===== src/logic/memPkg.sv =====
package memPkg;

    // access length of a data request
    // the encoded value is the byte count
    typedef enum logic [2:0] {
        ONE  = 3'd1,
        TWO  = 3'd2,
        FOUR = 3'd4
    } memLen_e;

    // transfer currently owning the RAM port
    typedef enum logic [1:0] {
        IDLE  = 2'd0,
        FETCH = 2'd1,
        LOAD  = 2'd2,
        STORE = 2'd3
    } memKind_e;

    // one 32-bit word, seen whole or as four byte lanes
    // lane 0 is the lowest address, little-endian
    typedef union packed {
        logic [31:0]     word;
        logic [3:0][7:0] bytes;
    } memWord_u;

    // byte address width of the RAM
    parameter int MEM_ADDR_W_DEFAULT = 17;

endpackage


===== src/logic/memCtrl.sv =====
`timescale 1ns/100ps

module memCtrl import memPkg::*; (
    input  logic     clk,
    input  logic     rst,
    input  logic     i_rdy,
    input  logic     i_ioBufferFull,
    input  logic     i_fetchReq,
    input  logic     i_dataReq,
    input  logic     i_dataStore,
    input  memLen_e  i_dataLen,
    input  logic [1:0] i_beat,
    output logic     o_start,
    output logic     o_advance,
    output memKind_e o_kind,
    output logic     o_memWe,
    output logic     o_fetchDone,
    output logic     o_dataDone
);
    // phases inside a transfer
    localparam logic [1:0] PH_BEAT = 2'd0;
    localparam logic [1:0] PH_WAIT = 2'd1;
    localparam logic [1:0] PH_DONE = 2'd2;

    logic     frozen;
    logic     fetchPend;
    logic     dataPend;
    logic     dataPendStore;
    memLen_e  dataPendLen;
    memLen_e  curLen;
    memKind_e kind;
    memKind_e nextKind;
    logic [1:0] phase;
    logic     fetchAvail;
    logic     dataAvail;
    logic     dataStoreSel;
    memLen_e  lenSel;
    logic     lastBeat;
    logic     inBeat;

    assign frozen = !i_rdy || i_ioBufferFull;

    // a strobe in this cycle counts the same as a latched request
    assign fetchAvail   = fetchPend || i_fetchReq;
    assign dataAvail    = dataPend || i_dataReq;
    assign dataStoreSel = i_dataReq ? i_dataStore : dataPendStore;
    assign lenSel       = i_dataReq ? i_dataLen : dataPendLen;

    // data side wins over fetch
    assign nextKind = dataAvail ? (dataStoreSel ? STORE : LOAD) : FETCH;

    assign o_start = (kind == IDLE) && !frozen && (dataAvail || fetchAvail);

    // datapath sees the chosen kind already in the start cycle
    assign o_kind = o_start ? nextKind : kind;

    assign inBeat    = (kind != IDLE) && (phase == PH_BEAT);
    assign lastBeat  = ({1'b0, i_beat} + 3'd1) == curLen;
    assign o_advance = inBeat && !frozen;
    assign o_memWe   = inBeat && (kind == STORE) && !frozen;

    assign o_fetchDone = (kind == FETCH) && (phase == PH_DONE) && !frozen;
    assign o_dataDone  = ((kind == LOAD) || (kind == STORE)) && (phase == PH_DONE) && !frozen;

    always_ff @(posedge clk) begin
        if (rst) begin
            kind      <= IDLE;
            phase     <= PH_BEAT;
            fetchPend <= 1'b0;
            dataPend  <= 1'b0;
        end else begin
            // strobes are caught even while frozen
            if (i_fetchReq) begin
                fetchPend <= 1'b1;
            end
            if (i_dataReq) begin
                dataPend <= 1'b1;
            end

            if (!frozen) begin
                case (phase)
                    PH_BEAT: begin
                        if (kind != IDLE && lastBeat) begin
                            // stores have no data to wait for
                            phase <= (kind == STORE) ? PH_DONE : PH_WAIT;
                        end
                    end
                    PH_WAIT: begin
                        phase <= PH_DONE;
                    end
                    PH_DONE: begin
                        kind  <= IDLE;
                        phase <= PH_BEAT;
                    end
                    default: begin
                        phase <= PH_BEAT;
                    end
                endcase
            end

            if (o_start) begin
                kind  <= nextKind;
                phase <= PH_BEAT;
                if (dataAvail) begin
                    dataPend <= 1'b0;
                end else begin
                    fetchPend <= 1'b0;
                end
            end
        end
    end

    // request fields and transfer length
    always_ff @(posedge clk) begin
        if (i_dataReq) begin
            dataPendStore <= i_dataStore;
            dataPendLen   <= i_dataLen;
        end
        if (o_start) begin
            curLen <= dataAvail ? lenSel : FOUR;
        end
    end

    // one request per client until its done pulse
    assert property (@(posedge clk) disable iff (rst)
        i_fetchReq |-> !fetchPend && (kind != FETCH || o_fetchDone));
    assert property (@(posedge clk) disable iff (rst)
        i_dataReq |-> !dataPend && ((kind != LOAD && kind != STORE) || o_dataDone));

    // beat from the address generator stays inside the access
    assert property (@(posedge clk) disable iff (rst)
        inBeat |-> {1'b0, i_beat} < curLen);

endmodule


===== src/logic/memAddrGen.sv =====
`timescale 1ns/100ps

module memAddrGen import memPkg::*; #(
    parameter int ADDR_W = MEM_ADDR_W_DEFAULT
) (
    input  logic              clk,
    input  logic              rst,
    input  logic              i_start,
    input  logic              i_advance,
    input  logic              i_fetchReq,
    input  logic              i_dataReq,
    input  logic [31:0]       i_fetchAddr,
    input  logic [31:0]       i_dataAddr,
    input  memKind_e          i_kind,
    output logic [ADDR_W-1:0] o_memAddr,
    output logic [1:0]        o_beat
);
    logic [ADDR_W-1:0] fetchHold;
    logic [ADDR_W-1:0] dataHold;
    logic [ADDR_W-1:0] fetchSel;
    logic [ADDR_W-1:0] dataSel;
    logic [ADDR_W-1:0] base;
    logic [1:0]        beat;

    // addresses are only valid in the strobe cycle, keep them for queued requests
    always_ff @(posedge clk) begin
        if (i_fetchReq) begin
            fetchHold <= i_fetchAddr[ADDR_W-1:0];
        end
        if (i_dataReq) begin
            dataHold <= i_dataAddr[ADDR_W-1:0];
        end
    end

    assign fetchSel = i_fetchReq ? i_fetchAddr[ADDR_W-1:0] : fetchHold;
    assign dataSel  = i_dataReq ? i_dataAddr[ADDR_W-1:0] : dataHold;

    always_ff @(posedge clk) begin
        if (i_start) begin
            base <= (i_kind == FETCH) ? fetchSel : dataSel;
        end
    end

    always_ff @(posedge clk) begin
        if (rst) begin
            beat <= 2'd0;
        end else if (i_start) begin
            beat <= 2'd0;
        end else if (i_advance) begin
            beat <= beat + 2'd1;
        end
    end

    assign o_beat    = beat;
    assign o_memAddr = (i_kind == IDLE) ? '0 : base + {{(ADDR_W-2){1'b0}}, beat};

    // consecutive beats hit consecutive bytes
    assert property (@(posedge clk) disable iff (rst)
        i_advance && beat != 2'd3 |=> o_memAddr == $past(o_memAddr) + 1'b1);

endmodule


===== src/logic/memByteAssembler.sv =====
`timescale 1ns/100ps

module memByteAssembler import memPkg::*; (
    input  logic        clk,
    input  logic        rst,
    input  logic        i_start,
    input  logic        i_advance,
    input  logic [1:0]  i_beat,
    input  logic [7:0]  i_memRd,
    output logic [31:0] o_word
);
    memWord_u   acc;
    logic [1:0] beatD;
    logic       advD;

    // RAM answers one cycle after the address
    always_ff @(posedge clk) begin
        if (rst) begin
            advD <= 1'b0;
        end else begin
            advD <= i_advance;
        end
    end

    always_ff @(posedge clk) begin
        beatD <= i_beat;
    end

    // cleared on start so short loads come out zero-extended
    always_ff @(posedge clk) begin
        if (i_start) begin
            acc.word <= '0;
        end else if (advD) begin
            acc.bytes[beatD] <= i_memRd;
        end
    end

    assign o_word = acc.word;

endmodule


===== src/logic/memStoreSerializer.sv =====
`timescale 1ns/100ps

module memStoreSerializer import memPkg::*; (
    input  logic        clk,
    input  logic        i_dataReq,
    input  logic [31:0] i_dataWr,
    input  logic [1:0]  i_beat,
    output logic [7:0]  o_memWr
);
    memWord_u storeWord;

    // taken at the strobe, the request may sit queued behind a fetch
    always_ff @(posedge clk) begin
        if (i_dataReq) begin
            storeWord.word <= i_dataWr;
        end
    end

    // little-endian, beat k carries byte lane k
    assign o_memWr = storeWord.bytes[i_beat];

endmodule


===== src/logic/memSubsys.sv =====
`timescale 1ns/100ps

module memSubsys import memPkg::*; #(
    parameter int ADDR_W = MEM_ADDR_W_DEFAULT
) (
    input  logic              clk,
    input  logic              rst,

    input  logic              i_fetchReq,
    input  logic [31:0]       i_fetchAddr,
    output logic              o_fetchDone,
    output logic [31:0]       o_fetchInst,

    input  logic              i_dataReq,
    input  logic              i_dataStore,
    input  memLen_e           i_dataLen,
    input  logic [31:0]       i_dataAddr,
    input  logic [31:0]       i_dataWr,
    output logic              o_dataDone,
    output logic [31:0]       o_dataRd,

    input  logic              i_rdy,
    input  logic              i_ioBufferFull,

    output logic              o_memWe,
    output logic [ADDR_W-1:0] o_memAddr,
    output logic [7:0]        o_memWr,
    input  logic [7:0]        i_memRd
);
    logic        start;
    logic        advance;
    memKind_e    kind;
    logic [1:0]  beat;
    logic [31:0] readWord;

    memCtrl u_memCtrl (
        .clk            (clk),
        .rst            (rst),
        .i_rdy          (i_rdy),
        .i_ioBufferFull (i_ioBufferFull),
        .i_fetchReq     (i_fetchReq),
        .i_dataReq      (i_dataReq),
        .i_dataStore    (i_dataStore),
        .i_dataLen      (i_dataLen),
        .i_beat         (beat),
        .o_start        (start),
        .o_advance      (advance),
        .o_kind         (kind),
        .o_memWe        (o_memWe),
        .o_fetchDone    (o_fetchDone),
        .o_dataDone     (o_dataDone)
    );

    memAddrGen #(
        .ADDR_W (ADDR_W)
    ) u_memAddrGen (
        .clk         (clk),
        .rst         (rst),
        .i_start     (start),
        .i_advance   (advance),
        .i_fetchReq  (i_fetchReq),
        .i_dataReq   (i_dataReq),
        .i_fetchAddr (i_fetchAddr),
        .i_dataAddr  (i_dataAddr),
        .i_kind      (kind),
        .o_memAddr   (o_memAddr),
        .o_beat      (beat)
    );

    memByteAssembler u_memByteAssembler (
        .clk       (clk),
        .rst       (rst),
        .i_start   (start),
        .i_advance (advance),
        .i_beat    (beat),
        .i_memRd   (i_memRd),
        .o_word    (readWord)
    );

    memStoreSerializer u_memStoreSerializer (
        .clk       (clk),
        .i_dataReq (i_dataReq),
        .i_dataWr  (i_dataWr),
        .i_beat    (beat),
        .o_memWr   (o_memWr)
    );

    // one result word, each client reads it with its own done
    assign o_fetchInst = readWord;
    assign o_dataRd    = readWord;

endmodule


===== config.mk =====
export PLATFORM = sky130hd
export DESIGN_NAME = memSubsys
export DESIGN_NICKNAME = d
export VERILOG_FILES = /design/src/logic/memPkg.sv /design/src/logic/memCtrl.sv /design/src/logic/memAddrGen.sv /design/src/logic/memByteAssembler.sv /design/src/logic/memStoreSerializer.sv /design/src/logic/memSubsys.sv
export SDC_FILE = /design/constraint.sdc
export NUM_CORES = 1
export LEC_CHECK = 0
export BUFFER_PORTS_ARGS = -buffer_cell sky130_fd_sc_hd__buf_2
export CAP_MARGIN = 10
export CORE_ASPECT_RATIO = 0.8
export CORE_UTILIZATION = 53
export DETAILED_ROUTE_END_ITERATION = 8
export PLACE_DENSITY = 0.85
export SLEW_MARGIN = 20
export SYNTH_ARGS = -nofsm -noshare
export SYNTH_HDL_FRONTEND = slang
export SYNTH_SLANG_ARGS = --single-unit

===== constraint.sdc =====
create_clock -name clk -period 4.9 [get_ports clk]
set_input_delay 0.245 -clock clk [delete_from_list [all_inputs] [get_ports clk]]
set_output_delay 0.245 -clock clk [all_outputs]
set_load 0.01 [all_outputs]

==> flow_summary.ini, run 1 <==
[grt]
grt_first_pass_wirelength_mm = 19.0
antenna_found_initial = 0
track_usage_pct = 23.0
gr-total-overflow = 0
grt_pass1_vias = 3808
grt_max_degree = 60

[placement]
pre_cts_ws_ps = 2260
port_buffers = 175
routabilityCongestion = 0.904
hpwl_mm = 8.14

[final_layout]
final_common_cell = buf_2
syn2layout_area_growth_pct = 25.4
fin_nets = 712
drive_gt1_share_pct = 44.9
mostFrequentLayoutCells = buf_2, dfxtp_1, edfxtp_1, nor2_1, mux2_2
diodes = 0

[synthesis]
ys_seq_elements = 133
yosysWarningCount = 0
synth_edf_count = 52
synth_nets = 549
synthCells = 431
yosys.cell_types.count = 45
syn-cell-area_sq_mm = 0.00564
synth-async-reset-ratio_pct = 0
postSynthAreaPerCell_sq_um = 13.1
synth-seq-area-share_pct = 56.4
synthFlopType = dfxtp_1

[setup_path]
r2r_slack_ps = 2600
crit_fanout = 13
critPathCaptureType = output pin
critPathKind = flip-flop to output pin
reg2regPathDepth = 4
arrival_ps = 2820
startpoint_type = flip-flop
cp.required_ps = 4660

[status]
status = complete, no violations

[route]
routedWlPerCell_microns = 16.6
wirelength_mm = 12.3
postRouteAntennaNets = 0
dr_total_vias = 3867
dr.first_iter.drc_count = 272
dr.pass1.iters = 4
route.detailed.drc = 0
viasPerCell = 5.18

[pwr]
p_leak_uw = 0.00324
p_clk_share_pct = 42.6
combPwrFrac_pct = 10.1
p_int_uw = 2090
pwr-share-seq_pct = 47.3
power.share.switching_pct = 22.0
p_switching_uw = 591
peakVddDrop_mv = 0.314
power.density_mw_per_mm2 = 380

[hold_path]
hold_class = primary input to flip-flop
holdPathStages = 1

[floorplan]
rows = 33
die_y_microns = 94.3
coreArea_sq_mm = 0.0103
die_w_microns = 117
initial_utilization_pct = 54.8
dieArea_sq_mm = 0.0111
ios = 206

[clock_network]
cts_setup_buffers = 0
clock_sinks = 133
cts_buffers = 17
cts_tree = yes
clockRootBuffer = clkbuf_16
cts_buffer_depth = 2
path_clk_slew_ps = 50
post_cts_resized = 0
clkLatencyLatePin_ps = 410
cts_hold_buf = 13
htreeDepth = 4

[sta]
fin_crit_ps = 3070
max_freq_mhz = 326
rsz0062_at_grt = no
hold_viol = 0
slew_violations = 0
worst_pin_slew_ps = 970
finalWorstSetupSlack_ps = 1830
setup_viol = 0
period_share_pct = 62.6
slew_headroom_pct = 35.4
setup_tns_ps = 0
finalClockSkew_ps = 9.86

[flow_run]
max-cap-violations = 0
kinds of logic after synthesis:
group | count (synthesis) | share of synthesized area, %
xor gates and xnor gates | 17 | 2.64
and+or+nand+nor | 105 | 9.92
adders and majority gates | 4 | 1.02
AOI/OAI and AO/OA | 19 | 2.17
muxes | 95 | 20.5
buffers and inverters | 58 | 7.30
DFF | 133 | 56.4
sequential cells by signal, summed over array words and instances, names as in the netlist:
register and cells:
u_memAddrGen.base 17, u_memAddrGen.dataHold 17, u_memAddrGen.fetchHold 17, u_memAddrGen.o_beat 2, u_memByteAssembler.advD 1, u_memByteAssembler.beatD 2, u_memByteAssembler.o_word 32, u_memCtrl.curLen 3
u_memCtrl.dataPend 1, u_memCtrl.dataPendLen 3, u_memCtrl.dataPendStore 1, u_memCtrl.fetchPend 1, u_memCtrl.kind 2, u_memCtrl.phase 2, u_memStoreSerializer.storeWord 32
final cells by class:
class	count	area, sq um
flip-flops and latches	133	3180
inverters	2	7.51
clock buffers	26	479
fillers	698	3210
clock inverters	5	51.3
repair buffers	200	1120
well taps	140	175
multi-input cells	240	2060
power groups by stage:
stage	logic (uW)	clock network, uW	registers, uW
2_1_floorplan	173	0	1280
6_report	271	1140	1270
5_1_grt	293	1220	1280
4_1_cts	266	1160	1270
3_5_place_dp	252	0	1290
3_3_place_gp	243	0	1280
critical path, stage by stage (launching register included):
cell	delay, ps
dfxtp_1	850
ha_1	320
fa_1	390
nand4_4	140
or3_1	390
a21oi_2	170
buf_2	160
path summary, 6_finish.rpt:
check	from	endpoint
max reg2reg	u_memCtrl.fetchPend$_SDFF_PP0_	u_memAddrGen.base[0]$_DFFE_PN_
min reg2reg	u_memCtrl.dataPendLen[1]$_DFF_P_	u_memCtrl.dataPendLen[1]$_DFF_P_
min	i_dataWr[2]	u_memStoreSerializer.storeWord[2]$_DFFE_PP_
max	u_memAddrGen.o_beat[0]$_SDFFE_PP0P_	o_memAddr[16]
per-layer routing:
metal / global-route usage [%] / vias up / routed length [microns]
li1: - / 1833 / -
met1: 25.6 / 1870 / 4990
met2: 41.9 / 147 / 6580
met3: 7.16 / 17 / 606
met4: 7.58 / 0 / 165
met5: 0 / - / 0
cells in the mapped netlist, types with 3 or more instances:
cell	count	area, sq um
nor4_1	3	18.8
nor2_1	51	191
buf_6	4	45.0
buf_2	7	35.0
mux2i_1	33	330
nor3_1	4	20.0
buf_1	4	15.0
nor2b_1	4	25.0
buf_4	37	278
nand3_1	7	35.0
mux2_2	44	495
a211oi_1	3	22.5
a21oi_1	4	20.0
edfxtp_1	52	1560
and3_1	3	18.8
o21ai_0	6	30.0
mux4_2	8	180
nand4_1	8	50.1
clkbuf_1	3	11.3
dfxtp_1	81	1620
ha_1	3	37.5
xor2_1	15	131
nand3b_1	3	22.5
nand2_1	6	22.5
mux2_4	10	150
per-stage QoR:
step / hold slack, ps / total power [uW] / cell area, sq um / std cells / utilization [%]
final: 19.1 / 2680 / 7070 / 746 / 68.8
after global routing: 0.0690 / 2790 / 7070 / 746 / 68.8
after CTS: 0.244 / 2700 / 6980 / 737 / 67.9
after detailed placement: 423 / 1540 / 6320 / 693 / 61.5
after global placement: 422 / 1530 / 6320 / 693 / 61.5
after floorplan: 344 / 1450 / 5640 / 431 / -
(Power assumes the default switching activity.)
==> run 2: changes to the inputs <==
--- a/config.mk
+++ b/config.mk
@@ -8,9 +8,9 @@
 export BUFFER_PORTS_ARGS = -buffer_cell sky130_fd_sc_hd__buf_2
 export CAP_MARGIN = 10
 export CORE_ASPECT_RATIO = 0.8
-export CORE_UTILIZATION = 53
+export CORE_UTILIZATION = 49
 export DETAILED_ROUTE_END_ITERATION = 8
-export PLACE_DENSITY = 0.85
+export PLACE_DENSITY = 0.79
 export SLEW_MARGIN = 20
 export SYNTH_ARGS = -nofsm -noshare
 export SYNTH_HDL_FRONTEND = slang
==> constraint.sdc (replaced) <==
create_clock -name clk -period 2.9 [get_ports clk]
set_input_delay 0.145 -clock clk [delete_from_list [all_inputs] [get_ports clk]]
set_output_delay 0.145 -clock clk [all_outputs]
set_load 0.01 [all_outputs]
==> run 2 against run 1 <==
Compared with the run above:
- power grew 75%
- hold slack gained 20 ps
- sequential power grew 69%
- clock-buffer cell count shrank 4
- critical path depth grew 1
- flip-flop and latch count is the same
- register-to-register slack lost 1500 ps
- worst setup slack lost 1400 ps
- clock power grew 77%
- via count grew 5.8%
- combinational power grew 91%
==> flow_summary.ini, run 2 (same netlist as run 1, synthesis figures left out) <==
[final_layout]
drive_gt1_share_pct = 42.8
utilization_pct = 69.1
final_common_cell = buf_2
diodes = 0
syn2layout_area_growth_pct = 35.0
mostFrequentLayoutCells = buf_2, dfxtp_1, dlygate4sd3_1, edfxtp_1, nor2_1
num-fill-cells = 769
fin_nets = 762

[sta]
period_share_pct = 85.7
slew_violations = 0
worst_pin_slew_ps = 919
fin_crit_ps = 2490
setup_tns_ps = 0
finalClockSkew_ps = 11.7
hold_viol = 0
slew_headroom_pct = 38.5
setup_viol = 0
max_freq_mhz = 402
rsz0062_at_grt = no

[grt]
antenna_found_initial = 0
track_usage_pct = 24.2
grt_max_degree = 58
grt_first_pass_wirelength_mm = 21.6
gr-total-overflow = 0
grt_pass1_vias = 4267

[placement]
port_buffers = 175
routabilityCongestion = 0.833
hpwl_mm = 8.36

[setup_path]
critPathCaptureType = output pin
r2r_slack_ps = 1120
cp.required_ps = 2760
crit_path_start = u_memAddrGen.base[0]$_DFFE_PN_
critPathKind = flip-flop to output pin
arrival_ps = 2340
worstReg2RegStart = u_memCtrl.fetchPend$_SDFF_PP0_
crit_fanout = 7
worstReg2RegEnd = u_memAddrGen.base[0]$_DFFE_PN_
startpoint_type = flip-flop
reg2regPathDepth = 5

[route]
dr.pass1.iters = 4
viasPerCell = 5.11
route.detailed.drc = 0
routedWlPerCell_microns = 17.0
postRouteAntennaNets = 0
dr_total_vias = 4093
dr.first_iter.drc_count = 229
wirelength_mm = 13.6

[clock_network]
path_clk_slew_ps = 50
clockRootBuffer = clkbuf_16
cts_buffers = 17
cts_buffer_depth = 2
clock_sinks = 133
clkLatencyLatePin_ps = 400
cts_tree = yes
htreeDepth = 4

[pwr]
p_leak_uw = 0.00348
peakVddDrop_mv = 0.450
power.share.switching_pct = 23.0
p_clk_share_pct = 43.2
p_int_uw = 3610
p_switching_uw = 1080
power.density_mw_per_mm2 = 615
pwr-share-seq_pct = 45.8
combPwrFrac_pct = 11.0

[flow_run]
max-cap-violations = 0

[hold_path]
hold_class = primary input to flip-flop
min_delay_worst_endpoint = u_memByteAssembler.o_word[22]$_SDFFE_PN0P_
holdPathStages = 3
min_from = i_memRd[6]

[floorplan]
rows = 34
die_y_microns = 98.0
die_w_microns = 122
ios = 206
coreArea_sq_mm = 0.0110
dieArea_sq_mm = 0.0119
initial_utilization_pct = 51.2

[status]
status = complete, no violations
## run 2: per-layer routing
metal	vias up	wire [microns]	track usage [%]
li1	1936	-	-
met1	1987	5320	26.1
met2	148	7330	43.9
met3	22	648	6.89
met4	0	300	9.88
met5	-	0	0
## run 2: stage by stage
stage / area, sq um / setup slack [ps] / std cells / total power (uW) / hold slack (ps)
final: 7610 / 414 / 801 / 4680 / 39.1
after global routing: 7610 / 279 / 801 / 4860 / 25.8
after CTS: 7610 / 457 / 801 / 4710 / 17.0
after detailed placement: 6350 / 848 / 700 / 2610 / 323
after global placement: 6350 / 925 / 700 / 2580 / 322
after floorplan: 5640 / 1200 / 431 / 2450 / 244
## run 2: critical path, stage by stage, from the launching register on
cell and delay, ps:
edfxtp_1 360, ha_1 210, fa_1 530, and3_1 270, nand4_1 120, xor2_1 230, nor2_1 60, buf_2 160
## run 2: area by class of cell
| class | instances | area (sq um) | area share (%) |
|---|---|---|---|
| Multi-Input combinational cell | 240 | 2060 | 27.0 |
| Clock buffer | 22 | 508 | 6.67 |
| Sequential cell | 133 | 3180 | 41.8 |
| Timing Repair Buffer | 250 | 1610 | 21.2 |
| Clock inverter | 10 | 66.3 | 0.871 |
| Inverter | 2 | 7.51 | 0.0986 |
| Tap cell | 144 | 180 | 2.37 |
## run 2: how the worst max path moves through the flow
stage	end	slack, ps	cells after the start
final	o_memAddr[14]	410	7
after global routing	o_memAddr[14]	280	7
after CTS	o_memAddr[14]	460	7
after detailed placement	u_memAddrGen.base[0]$_DFFE_PN_	850	6
after global placement	u_memAddrGen.base[0]$_DFFE_PN_	920	6
after floorplan	o_memAddr[14]	1200	7
## run 2: what timing repair did
action,4_1_cts,5_1_grt
endpoints found under the setup margin,0,0
endpoints found under the hold margin,69,0
gates resized for setup,0,0
buffers inserted,0,0
hold buffers,69,0
## run 2: power groups by stage
| stage | clock, uW | combinational [uW] | sequential, uW |
|---|---|---|---|
| 3_3_place_gp | 0 | 419 | 2170 |
| 3_5_place_dp | 0 | 434 | 2170 |
| 5_1_grt | 2150 | 557 | 2160 |
| 2_1_floorplan | 0 | 292 | 2160 |
| 4_1_cts | 2060 | 510 | 2140 |
| 6_report | 2020 | 517 | 2140 |
==> run 3: changes to the inputs <==
--- a/config.mk
+++ b/config.mk
@@ -5,12 +5,12 @@
 export SDC_FILE = /design/constraint.sdc
 export NUM_CORES = 1
 export LEC_CHECK = 0
-export BUFFER_PORTS_ARGS = -buffer_cell sky130_fd_sc_hd__buf_2
 export CAP_MARGIN = 10
 export CORE_ASPECT_RATIO = 0.8
-export CORE_UTILIZATION = 49
+export CORE_UTILIZATION = 60
 export DETAILED_ROUTE_END_ITERATION = 8
-export PLACE_DENSITY = 0.79
+export DONT_BUFFER_PORTS = 1
+export PLACE_DENSITY = 0.76
 export SLEW_MARGIN = 20
 export SYNTH_ARGS = -nofsm -noshare
 export SYNTH_HDL_FRONTEND = slang
==> run 3 against run 2 <==
Compared with the run above:
- global-route usage rose by 4.5 points
- clock-buffer cell count rose by 3
- critical path depth fell by 2
- sequential power barely moved
- highest routed layer unchanged
==> flow_summary.ini, run 3 (same netlist as run 1, synthesis figures left out) <==
[sta]
period_share_pct = 81.9
fin_crit_ps = 2370
slew_violations = 0
slew_headroom_pct = 35.8
max_freq_mhz = 421
rsz0062_at_grt = no
setup_viol = 0
setup_tns_ps = 0
finalClockSkew_ps = 9.76
worst_pin_slew_ps = 959
hold_viol = 0

[route]
viasPerCell = 5.81
dr.first_iter.drc_count = 180
postRouteAntennaNets = 0
dr.pass1.iters = 4
route.detailed.drc = 0
routedWlPerCell_microns = 22.0
wirelength_mm = 13.8
dr_total_vias = 3634

[setup_path]
cp.required_ps = 2760
arrival_ps = 2230
startpoint_type = flip-flop
critPathKind = flip-flop to output pin
crit_path_start = u_memAddrGen.base[1]$_DFFE_PN_
reg2regPathDepth = 5
crit_fanout = 7
worstReg2RegStart = u_memCtrl.fetchPend$_SDFF_PP0_
critPathCaptureType = output pin

[pwr]
pwr-share-seq_pct = 44.6
p_clk_share_pct = 45.8
p_int_uw = 3780
power.density_mw_per_mm2 = 686
combPwrFrac_pct = 9.6
peakVddDrop_mv = 0.527
p_leak_uw = 0.00282
p_switching_uw = 1060
power.share.switching_pct = 21.9

[clock_network]
cts_buffers = 17
clock_sinks = 133
htreeDepth = 4
clkLatencyLatePin_ps = 410
path_clk_slew_ps = 60
clockRootBuffer = clkbuf_16
cts_buffer_depth = 2
cts_tree = yes

[placement]
routabilityCongestion = 0.735
placedCellCount = 494
hpwl_mm = 7.44
port_buffers = 0

[final_layout]
register_area_sq_mm = 0.00318
drive_gt1_share_pct = 20.4
mostFrequentLayoutCells = dlygate4sd3_1, dfxtp_1, edfxtp_1, nor2_1, mux2_2
num-fill-cells = 525
diodes = 0
final_common_cell = dlygate4sd3_1
syn2layout_area_growth_pct = 25.0
multi_input_area_sq_mm = 0.00206
fin_nets = 615
fin_cells = 625

[hold_path]
holdPathStages = 2
hold_class = primary input to flip-flop
min_from = i_dataReq

[floorplan]
coreArea_sq_mm = 0.00908
initial_utilization_pct = 62.1
die_w_microns = 110
dieArea_sq_mm = 0.00979
ios = 206
rows = 31
die_y_microns = 88.7

[grt]
grt_pass1_vias = 3790
grt_max_degree = 58
track_usage_pct = 28.6
gr-total-overflow = 0
antenna_found_initial = 0
grt_first_pass_wirelength_mm = 19.8

[flow_run]
max-cap-violations = 0

[status]
status = complete, no violations
run 3: cell count changes in the layout (fill, tap and decap cells not counted), sizes merged:
cell / previous run / this run
inv: 4 / 2
buf: 181 / 5
bufinv: 0 / 2
clkinv: 6 / 5
clkbuf: 22 / 25
clkinvlp: 2 / 0
dlygate4sd3: 69 / 98
run 3: final timing paths:
path	to	slack (ps)
worst max-delay path	o_memAddr[15]	530
worst min-delay path	u_memCtrl.curLen[1]$_SDFFCE_PP0N_	60
worst max register to register	u_memAddrGen.base[0]$_DFFE_PN_	1030
worst min register to register	u_memCtrl.dataPendLen[2]$_DFF_P_	470
run 3: cell type report:
| cell class | count | share of cell area (%) |
|---|---|---|
| inverters | 2 | 0.107 |
| repair buffers | 103 | 14.7 |
| clock inverters | 7 | 1.26 |
| well taps | 115 | 2.04 |
| flip-flops and latches | 133 | 45.2 |
| multi-input cells | 240 | 29.2 |
| clock buffers | 25 | 7.51 |
run 3: worst max-delay path: stages, from the launching register on:
cell and delay (ps):
edfxtp_1 410, ha_1 290, a21o_1 270, nand4_1 140, or3_1 340, a21oi_1 370
run 3: per-layer routing:
layer / global-route usage [%] / vias to the layer above / wire [microns] / part of all wire (%)
met5: 0 / - / 0 / 0
li1: - / 1637 / - / -
met1: 30.7 / 1780 / 5220 / 38
met2: 51.0 / 183 / 7230 / 52
met4: 15.2 / 0 / 341 / 2.5
met3: 8.62 / 34 / 988 / 7.2
run 3: stage by stage:
stage	util, %	area, sq um	hold slack, ps	worst slack, ps	power (uW)
floorplan	-	5640	244	1200	2450
finish	77.6	7050	61.8	526	4830
global route	77.6	7050	75.8	388	4970
CTS	77.6	7050	16.2	580	4820
global placement	59.7	5420	217	1040	2460
detailed placement	59.7	5420	225	1030	2480
run 3: power groups by stage:
| stage | sequential (uW) | clock, uW | combinational, uW |
|---|---|---|---|
| CTS | 2150 | 2220 | 445 |
| finish | 2160 | 2210 | 463 |
| floorplan | 2160 | 0 | 292 |
| detailed placement | 2190 | 0 | 294 |
| global placement | 2180 | 0 | 283 |
| global route | 2170 | 2310 | 490 |
run 3: timing repair:
action | 4_1_cts | 5_1_grt
setup buffers | 0 | 0
hold endpoints to repair | 143 | 0
resized for setup | 0 | 0
hold buffers | 99 | 0
